## config.mk

```make
export PLATFORM = sky130hd
export DESIGN_NAME = batchEstimator
export DESIGN_NICKNAME = d
export VERILOG_FILES = /design/src/verilog/batchEstPkg.sv /design/src/verilog/batchControl.sv /design/src/verilog/sampleMemory.sv /design/src/verilog/lutTapSum.sv /design/src/verilog/forwardRecursion.sv /design/src/verilog/backwardRecursion.sv /design/src/verilog/batchCombiner.sv /design/src/verilog/batchEstimator.sv
export VERILOG_INCLUDE_DIRS = /design/src /design/src/verilog
export SDC_FILE = /design/constraint.sdc
export NUM_CORES = 2
export LEC_CHECK = 0
export BUFFER_PORTS_ARGS = -buffer_cell sky130_fd_sc_hd__buf_4
export CAP_MARGIN = 20
export CORE_ASPECT_RATIO = 0.75
export CORE_MARGIN = 2
export CORE_UTILIZATION = 60
export CTS_CLUSTER_DIAMETER = 150
export DETAILED_ROUTE_END_ITERATION = 12
export GPL_ROUTABILITY_DRIVEN = 0
export MAX_ROUTING_LAYER = met4
export PLACE_DENSITY = 0.81
export SYNTH_ARGS = -nofsm -noshare
export SYNTH_HDL_FRONTEND = slang
export SYNTH_SLANG_ARGS = --single-unit
```

## constraint.sdc

```tcl
create_clock -name clkDS -period 16.4 [get_ports clkDS]
set_clock_uncertainty 0.1 [all_clocks]
set_input_delay 1.64 -clock clkDS [delete_from_list [all_inputs] [get_ports clkDS]]
set_output_delay 1.64 -clock clkDS [all_outputs]
set_load 0.02 [all_outputs]
```

## src/verilog/batchEst_cfg.svh

```systemverilog
`ifndef BATCH_EST_CFG_SVH
`define BATCH_EST_CFG_SVH

// Words per batch, power of two for {bank, index} addressing
`define BE_DEPTH 8

// Control bits per sub-sample and sub-samples per word
`define BE_M 2
`define BE_DSR 4

// Recursion value format, sign bit comes on top
`define BE_N_INT 9
`define BE_N_MANT 14

// Estimate width
`define BE_OUT_WIDTH 14

// Registers beyond the four batch periods
`define BE_PIPE 6

`endif

```

## src/verilog/batchEstPkg.sv

```systemverilog
`include "batchEst_cfg.svh"

package batchEstPkg;

    typedef logic [`BE_M*`BE_DSR-1:0] sampleWord;
    typedef logic signed [`BE_N_INT+`BE_N_MANT:0] fxpValue;
    typedef logic [`BE_OUT_WIDTH-1:0] estimateWord;
    typedef logic [$clog2(`BE_DEPTH)-1:0] batchIdx;
    typedef logic [1:0] bankSel;

    typedef struct packed {
        batchIdx idx;
        batchIdx idxRev;
        bankSel writeBank;
        bankSel lookBank;
        bankSel calcBank;
        logic resBank;
        logic batchEnd;
        logic computeOn;
    } batchCtrl;

    // Bank in the upper bits
    typedef struct packed {
        bankSel bank;
        batchIdx idx;
    } memAddr;

    typedef struct packed {
        memAddr wr;
        memAddr look;
        memAddr fwd;
        memAddr bwd;
    } sampleAddrs;

    // Tap weights in recursion format, bit 0 first
    localparam fxpValue tapCoef [`BE_M*`BE_DSR] = '{
        1200, 1100, 1000, 900, 800, 700, 600, 500
    };

    // Poles, about 0.90 and 0.85
    localparam fxpValue feedForward = fxpValue'(14746);
    localparam fxpValue feedBackward = fxpValue'(13926);

    // Pole times state, rounded to nearest
    function automatic fxpValue poleProduct(fxpValue pole, fxpValue x);
        logic signed [2*$bits(fxpValue)-1:0] prod;
        prod = pole * x + (1 << (`BE_N_MANT - 1));
        return fxpValue'(prod >>> `BE_N_MANT);
    endfunction

endpackage

```

## src/verilog/batchControl.sv

```systemverilog
`timescale 1ns/1ps
`include "batchEst_cfg.svh"

module batchControl (
    input  logic clkDS,
    input  logic rst,
    output batchEstPkg::batchCtrl ctrl,
    output batchEstPkg::sampleAddrs addrs,
    output logic valid
);
    import batchEstPkg::*;

    localparam int LATENCY = 4 * `BE_DEPTH + `BE_PIPE;
    localparam batchIdx LAST_IDX = batchIdx'(`BE_DEPTH - 1);
    // Batch 0 writes bank 0, look-ahead on bank 3, calculation on bank 1
    localparam batchCtrl CTRL_INIT = '{
        idx: '0, idxRev: LAST_IDX, writeBank: 2'd0, lookBank: 2'd3, calcBank: 2'd1,
        resBank: 1'b0, batchEnd: 1'b0, computeOn: 1'b0
    };

    batchCtrl ctrlNext;
    logic [$clog2(LATENCY+1)-1:0] latCnt;

    function automatic sampleAddrs addrsOf(batchCtrl c);
        sampleAddrs a;
        a.wr = '{bank: c.writeBank, idx: c.idx};
        a.look = '{bank: c.lookBank, idx: c.idxRev};
        a.fwd = '{bank: c.calcBank, idx: c.idx};
        a.bwd = '{bank: c.calcBank, idx: c.idxRev};
        return a;
    endfunction

    always_comb begin
        ctrlNext = ctrl;
        if (ctrl.batchEnd) begin
            ctrlNext.idx = '0;
            ctrlNext.idxRev = LAST_IDX;
            ctrlNext.writeBank = ctrl.writeBank + 2'd1;
            ctrlNext.lookBank = ctrl.lookBank + 2'd1;
            ctrlNext.calcBank = ctrl.calcBank + 2'd1;
            ctrlNext.resBank = ~ctrl.resBank;
            // Three batches stored once batch 2 ends
            ctrlNext.computeOn = ctrl.computeOn | (ctrl.writeBank == 2'd2);
        end else begin
            ctrlNext.idx = ctrl.idx + 1'b1;
            ctrlNext.idxRev = ctrl.idxRev - 1'b1;
        end
        ctrlNext.batchEnd = (ctrlNext.idx == LAST_IDX);
    end

    // Addresses registered together with the counters they come from
    always_ff @(posedge clkDS or negedge rst) begin
        if (!rst) begin
            ctrl <= CTRL_INIT;
            addrs <= addrsOf(CTRL_INIT);
        end else begin
            ctrl <= ctrlNext;
            addrs <= addrsOf(ctrlNext);
        end
    end

    // Valid rises with the first estimate and holds
    always_ff @(posedge clkDS or negedge rst) begin
        if (!rst) begin
            latCnt <= '0;
            valid <= 1'b0;
        end else if (!valid) begin
            latCnt <= latCnt + 1'b1;
            valid <= (latCnt == LATENCY - 1);
        end
    end

endmodule

```

## src/verilog/sampleMemory.sv

```systemverilog
`timescale 1ns/1ps
`include "batchEst_cfg.svh"

module sampleMemory (
    input  logic clkDS,
    input  batchEstPkg::sampleAddrs addrs,
    input  batchEstPkg::sampleWord wrData,
    output batchEstPkg::sampleWord lookWord,
    output batchEstPkg::sampleWord fwdWord,
    output batchEstPkg::sampleWord bwdWord
);
    import batchEstPkg::*;

    // Four banks of one batch each
    sampleWord mem [4*`BE_DEPTH];

    // One write per cycle, no enable
    always_ff @(posedge clkDS) begin
        mem[addrs.wr] <= wrData;
    end

    // Three reads, one cycle after the address
    always_ff @(posedge clkDS) begin
        lookWord <= mem[addrs.look];
        fwdWord <= mem[addrs.fwd];
        bwdWord <= mem[addrs.bwd];
    end

endmodule

```

## src/verilog/lutTapSum.sv

```systemverilog
`timescale 1ns/1ps

module lutTapSum (
    input  logic clkDS,
    input  batchEstPkg::sampleWord word,
    output batchEstPkg::fxpValue contrib
);
    import batchEstPkg::*;

    fxpValue sum;

    // A one adds its tap, a zero subtracts it
    always_comb begin
        sum = '0;
        for (int j = 0; j < $bits(sampleWord); j++) begin
            if (word[j]) begin
                sum = sum + tapCoef[j];
            end else begin
                sum = sum - tapCoef[j];
            end
        end
    end

    always_ff @(posedge clkDS) begin
        contrib <= sum;
    end

endmodule

```

## src/verilog/forwardRecursion.sv

```systemverilog
`timescale 1ns/1ps

module forwardRecursion (
    input  logic clkDS,
    input  logic rst,
    input  batchEstPkg::batchCtrl ctrl,
    input  batchEstPkg::sampleWord word,
    output batchEstPkg::fxpValue result
);
    import batchEstPkg::*;

    fxpValue contrib;
    fxpValue state;
    // computeOn lined up with the tap sum
    logic [1:0] onPipe;

    lutTapSum tapSum (
        .clkDS(clkDS),
        .word(word),
        .contrib(contrib)
    );

    // State runs on across batch boundaries
    always_ff @(posedge clkDS or negedge rst) begin
        if (!rst) begin
            onPipe <= '0;
            state <= '0;
        end else begin
            onPipe <= {onPipe[0], ctrl.computeOn};
            if (onPipe[1]) begin
                state <= poleProduct(feedForward, state) + contrib;
            end
        end
    end

    assign result = state;

endmodule

```

## src/verilog/backwardRecursion.sv

```systemverilog
`timescale 1ns/1ps

module backwardRecursion (
    input  logic clkDS,
    input  logic rst,
    input  batchEstPkg::batchCtrl ctrl,
    input  batchEstPkg::sampleWord lookWord,
    input  batchEstPkg::sampleWord word,
    output batchEstPkg::fxpValue result
);
    import batchEstPkg::*;

    fxpValue lookContrib, calcContrib;
    fxpValue warmState, calcState;
    fxpValue warmNext, calcNext;
    // Control delayed by the read and tap-sum registers
    logic [1:0] endPipe, onPipe;

    lutTapSum lookTapSum (
        .clkDS(clkDS),
        .word(lookWord),
        .contrib(lookContrib)
    );

    lutTapSum calcTapSum (
        .clkDS(clkDS),
        .word(word),
        .contrib(calcContrib)
    );

    assign warmNext = poleProduct(feedBackward, warmState) + lookContrib;
    assign calcNext = poleProduct(feedBackward, calcState) + calcContrib;

    // At the delayed batch end the warm-up has taken its last word
    always_ff @(posedge clkDS or negedge rst) begin
        if (!rst) begin
            endPipe <= '0;
            onPipe <= '0;
            warmState <= '0;
            calcState <= '0;
        end else begin
            endPipe <= {endPipe[0], ctrl.batchEnd};
            onPipe <= {onPipe[0], ctrl.computeOn};
            warmState <= endPipe[1] ? '0 : warmNext;
            if (endPipe[1]) begin
                calcState <= warmNext;
            end else if (onPipe[1]) begin
                calcState <= calcNext;
            end
        end
    end

    // Keeps the last word of a batch that the hand-over overwrites
    always_ff @(posedge clkDS) begin
        if (onPipe[1]) begin
            result <= calcNext;
        end
    end

endmodule

```

## src/verilog/batchCombiner.sv

```systemverilog
`timescale 1ns/1ps
`include "batchEst_cfg.svh"

module batchCombiner (
    input  logic clkDS,
    input  logic rst,
    input  batchEstPkg::batchCtrl ctrl,
    input  batchEstPkg::fxpValue fwd,
    input  batchEstPkg::fxpValue bwd,
    output batchEstPkg::estimateWord estimate
);
    import batchEstPkg::*;

    localparam int OW = `BE_OUT_WIDTH;
    localparam int SHIFT = `BE_N_MANT - (OW - 1);
    // Read, tap sum, recursion and scaling registers
    localparam int RES_DELAY = 4;

    typedef logic signed [OW-1:0] outValue;
    typedef logic signed [$bits(fxpValue):0] wideValue;

    localparam wideValue OUT_MAX = wideValue'(2 ** (OW - 1) - 1);
    localparam wideValue OUT_MIN = -wideValue'(2 ** (OW - 1));

    batchCtrl ctrlPipe [RES_DELAY];
    outValue fwdScaled, bwdScaled, fwdRd, bwdRd;
    outValue fwdMem [2*`BE_DEPTH];
    outValue bwdMem [2*`BE_DEPTH];
    logic outOn, readOn;

    function automatic outValue saturate(wideValue x);
        if (x > OUT_MAX) begin
            return outValue'(OUT_MAX);
        end else if (x < OUT_MIN) begin
            return outValue'(OUT_MIN);
        end
        return outValue'(x);
    endfunction

    // Down to OW-1 fraction bits, round half up
    function automatic outValue toOutput(fxpValue x);
        wideValue w;
        w = x;
        w = (w + (1 << (SHIFT - 1))) >>> SHIFT;
        return saturate(w);
    endfunction

    function automatic outValue satAdd(outValue a, outValue b);
        wideValue s;
        s = wideValue'(a) + wideValue'(b);
        return saturate(s);
    endfunction

    // Write one result bank while the other is read in index order
    always_ff @(posedge clkDS) begin
        fwdScaled <= toOutput(fwd);
        bwdScaled <= toOutput(bwd);
        fwdMem[{ctrlPipe[RES_DELAY-1].resBank, ctrlPipe[RES_DELAY-1].idx}] <= fwdScaled;
        bwdMem[{ctrlPipe[RES_DELAY-1].resBank, ctrlPipe[RES_DELAY-1].idxRev}] <= bwdScaled;
        fwdRd <= fwdMem[{~ctrlPipe[RES_DELAY-1].resBank, ctrlPipe[RES_DELAY-1].idx}];
        bwdRd <= bwdMem[{~ctrlPipe[RES_DELAY-1].resBank, ctrlPipe[RES_DELAY-1].idx}];
    end

    always_ff @(posedge clkDS or negedge rst) begin
        if (!rst) begin
            for (int s = 0; s < RES_DELAY; s++) begin
                ctrlPipe[s] <= '0;
            end
            outOn <= 1'b0;
            readOn <= 1'b0;
            estimate <= '0;
        end else begin
            ctrlPipe[0] <= ctrl;
            for (int s = 1; s < RES_DELAY; s++) begin
                ctrlPipe[s] <= ctrlPipe[s-1];
            end
            // First fully computed bank is ready for reading
            if (ctrlPipe[RES_DELAY-1].batchEnd && ctrlPipe[RES_DELAY-1].computeOn) begin
                outOn <= 1'b1;
            end
            readOn <= outOn;
            // Offset binary: flip the sign bit
            estimate <= readOn ? (satAdd(fwdRd, bwdRd) ^ (1 << (OW - 1))) : '0;
        end
    end

endmodule

```

## src/verilog/batchEstimator.sv

```systemverilog
`timescale 1ns/1ps

module batchEstimator (
    input  logic clkDS,
    input  logic rst,
    input  batchEstPkg::sampleWord sample,
    output batchEstPkg::estimateWord estimate,
    output logic valid
);
    import batchEstPkg::*;

    batchCtrl ctrl;
    sampleAddrs addrs;
    sampleWord lookWord, fwdWord, bwdWord;
    fxpValue fwdResult, bwdResult;

    batchControl control (
        .clkDS(clkDS),
        .rst(rst),
        .ctrl(ctrl),
        .addrs(addrs),
        .valid(valid)
    );

    sampleMemory sampleStore (
        .clkDS(clkDS),
        .addrs(addrs),
        .wrData(sample),
        .lookWord(lookWord),
        .fwdWord(fwdWord),
        .bwdWord(bwdWord)
    );

    forwardRecursion fwdRec (
        .clkDS(clkDS),
        .rst(rst),
        .ctrl(ctrl),
        .word(fwdWord),
        .result(fwdResult)
    );

    backwardRecursion bwdRec (
        .clkDS(clkDS),
        .rst(rst),
        .ctrl(ctrl),
        .lookWord(lookWord),
        .word(bwdWord),
        .result(bwdResult)
    );

    batchCombiner combiner (
        .clkDS(clkDS),
        .rst(rst),
        .ctrl(ctrl),
        .fwd(fwdResult),
        .bwd(bwdResult),
        .estimate(estimate)
    );

endmodule

```

==> qor.yml <==
io_pins: 25
grt_start_max_net_pins: 81
cts.clk_slew.worst_paths_ps: 60
cts_tree: "done"
clk_latency_ps: 760
ctsHoldBuffers: 0
dp_hpwl_mm: 127
die_height_um: 311
startpoint_type: "flip-flop"
required_ps: 16880
drtIter0Drc: 5009
yosysMostFrequentCell: "ha_1"
synth-seq-cells: 1017
cp.arrival_ps: 10140
overflow: 0
hp-class: "flip-flop to flip-flop"
synth.distinct_cells: 121
ys_seq_area_share_pct: 37.6
synthCells: 6281
fmax_mhz: 103
worst_pin_slew_ps: 1140
crit_top_cell: "ha_1"
tns_ps: 0
max_cap_violations: 0
grtUsageTotal_pct: 28.9
path_max_fanout: 5
placed_cell_area_sq_mm: 0.0775
layout-drive-gt1-share_pct: 10.5
async_flop_share_pct: 14.4
cts_made_buffers: 95
synth_top_area_cell: "edfxtp_1"
core_sq_mm: 0.125
dieWidth_um: 413
die_area_sq_mm: 0.129
wl_mm: 177
relSlewSlack_pct: 23.7
drcViolationCount: 0
netlist_top_cells_count: "ha_1 (793), edfxtp_1 (728), inv_1 (661), fa_1 (434), xnor2_1 (359)"
vias: 50100
grt_pass1_vias: 50800
clock-sinks: 1017
synth_fp_nets: 7518
slowest_delay_ps: 790
cts_setup_buffers: 0
viasPerCell: 6.24
antenna_found_initial: 4
cts_resized: 0
crit_path_end_kind: "flip-flop"
fp-row-count: 112
finalHoldViolCount: 0
cts_htree_levels: 3
cts-root-buf: "clkbuf_16"
setup_violations: 0
rsz0062_at_grt: "false"
fin_nets: 7539
syn_area_sq_mm: 0.0754
synth-edff-count: 728
fin_area_sq_mm: 0.0808
synth_ff_type: "edfxtp_1"
status: "completed"
wire_per_inst_um: 22.1
finalNonFillerCells: 8039
fin_crit_sh_pct: 58.9
firstDrtPassIters: 7
dp.cells: 7850
initial_core_util_pct: 60.5
timing.hold.ws_ps: 231
synthTopCellsByArea: "edfxtp_1 (29%), ha_1 (13%), fa_1 (12%)"
path_class: "flip-flop to flip-flop"
period_needed_ps: 9660
syn_avg_cell_area_sq_um: 12.0
clk_path_buf_depth: 3
slowest_stage: "a2111oi_0"
synth_top_area_share_pct: 29.0
syn_to_final_growth_pct: 7.19
grt_pass1_wl_mm: 283
io_buffers: 24
ant_nets: 0
ys.warnings.count: 0
final-max-slew-violation-count: 0
[final timing paths]
| path | startpoint | end | cells after the start | slack (ps) |
|---|---|---|---|---|
| max | fwdRec.result[6] | fwdRec.result[22] | 31 | 6740 |
| min | combiner.ctrlPipe[24] | combiner.ctrlPipe[9] | 0 | 230 |
| max reg2reg | fwdRec.result[6] | fwdRec.result[22] | 31 | 6740 |
| min reg2reg | combiner.ctrlPipe[24] | combiner.ctrlPipe[9] | 0 | 230 |
| max in group asynchronous | rst | combiner.ctrlPipe[13] | 3 | 13500 |
| min in group asynchronous | rst | combiner.estimate[9] | 1 | 810 |
[cells in the final DEF (no fill, tap or decap), drive strengths merged, types with 52 or more instances in the layout]
cell type  count
nor3         129
dfxtp        143
o21bai        52
nand2        280
xnor2        360
and3          60
edfxtp       728
clkbuf       134
dfrtp        140
xor2         173
nor2         331
o21ai        279
buf           61
o21a          54
a21oi        328
nor2b         74
mux4         300
ha           793
nand3         95
a21o         100
fa           434
inv          664
[area by class of cell]
class / count / area, sq um
inverters: 662 / 2480
clock inverters: 45 / 447
fillers: 8859 / 43800
flip-flops and latches: 1017 / 28400
multi-input cells: 4464 / 44200
diodes: 3 / 7.51
clock buffers: 133 / 2690
repair buffers: 62 / 547
well taps: 1653 / 2070
[cells by family (layout without fill, tap and decap cells)]
logic type / after synthesis / in the layout / share of synthesized area, %
buffers and inverters: 800 / 902 / 4.00
adder cells (fa/ha/maj): 1228 / 1228 / 24.7
AND/OR/NAND/NOR: 1228 / 1228 / 8.07
AO/OA/AOI/OAI: 1106 / 1106 / 9.36
XOR/XNOR: 537 / 537 / 6.33
multiplexers: 365 / 365 / 9.90
other: 0 / 3 / 0
flip-flops: 1017 / 1017 / 37.6
[metrics by stage]
step,worst slack [ps],utilization (%)
4_1_cts,6870,64.8
3_3_place_gp,7240,62.2
6_report,6740,64.9
5_1_grt,6180,64.9
3_5_place_dp,7000,62.2
2_1_floorplan,7950,-
[routing by layer]
layer	global-route usage, %	part of all wire (%)	up-vias
met5	-	0	-
met3	6.14	9.4	338
met1	41.2	43	24800
met4	6.86	2.4	0
met2	42.6	45	2272
li1	-	-	22800
[worst max-delay path: cells and delay by family (launching register included)]
family,cells,cell delay [ps]
buffers and inverters,2,100
AO/OA/AOI/OAI,12,3680
AND/OR/NAND/NOR,4,1110
XOR/XNOR,4,750
multiplexers,1,90
flip-flops,1,480
adder cells (fa/ha/maj),8,3180
[state kept, by name, indices dropped and copies added (netlist names), 6 cells and up]
signal / count
sampleStore.mem: 256
combiner.bwdMem: 224
combiner.fwdMem: 224
combiner.ctrlPipe: 32
bwdRec.calcState: 24
bwdRec.result: 24
bwdRec.warmState: 24
fwdRec.result: 24
bwdRec.calcTapSum.contrib: 21
bwdRec.lookTapSum.contrib: 21
fwdRec.tapSum.contrib: 21
control.ctrl: 15
combiner.bwdRd: 14
combiner.bwdScaled: 14
combiner.estimate: 14
combiner.fwdRd: 14
combiner.fwdScaled: 14
sampleStore.bwdWord: 8
sampleStore.fwdWord: 8
sampleStore.lookWord: 8
control.latCnt: 6
Power is not shown: default switching activity piles up to over one toggle a cycle in this logic, so the estimate is an artifact.
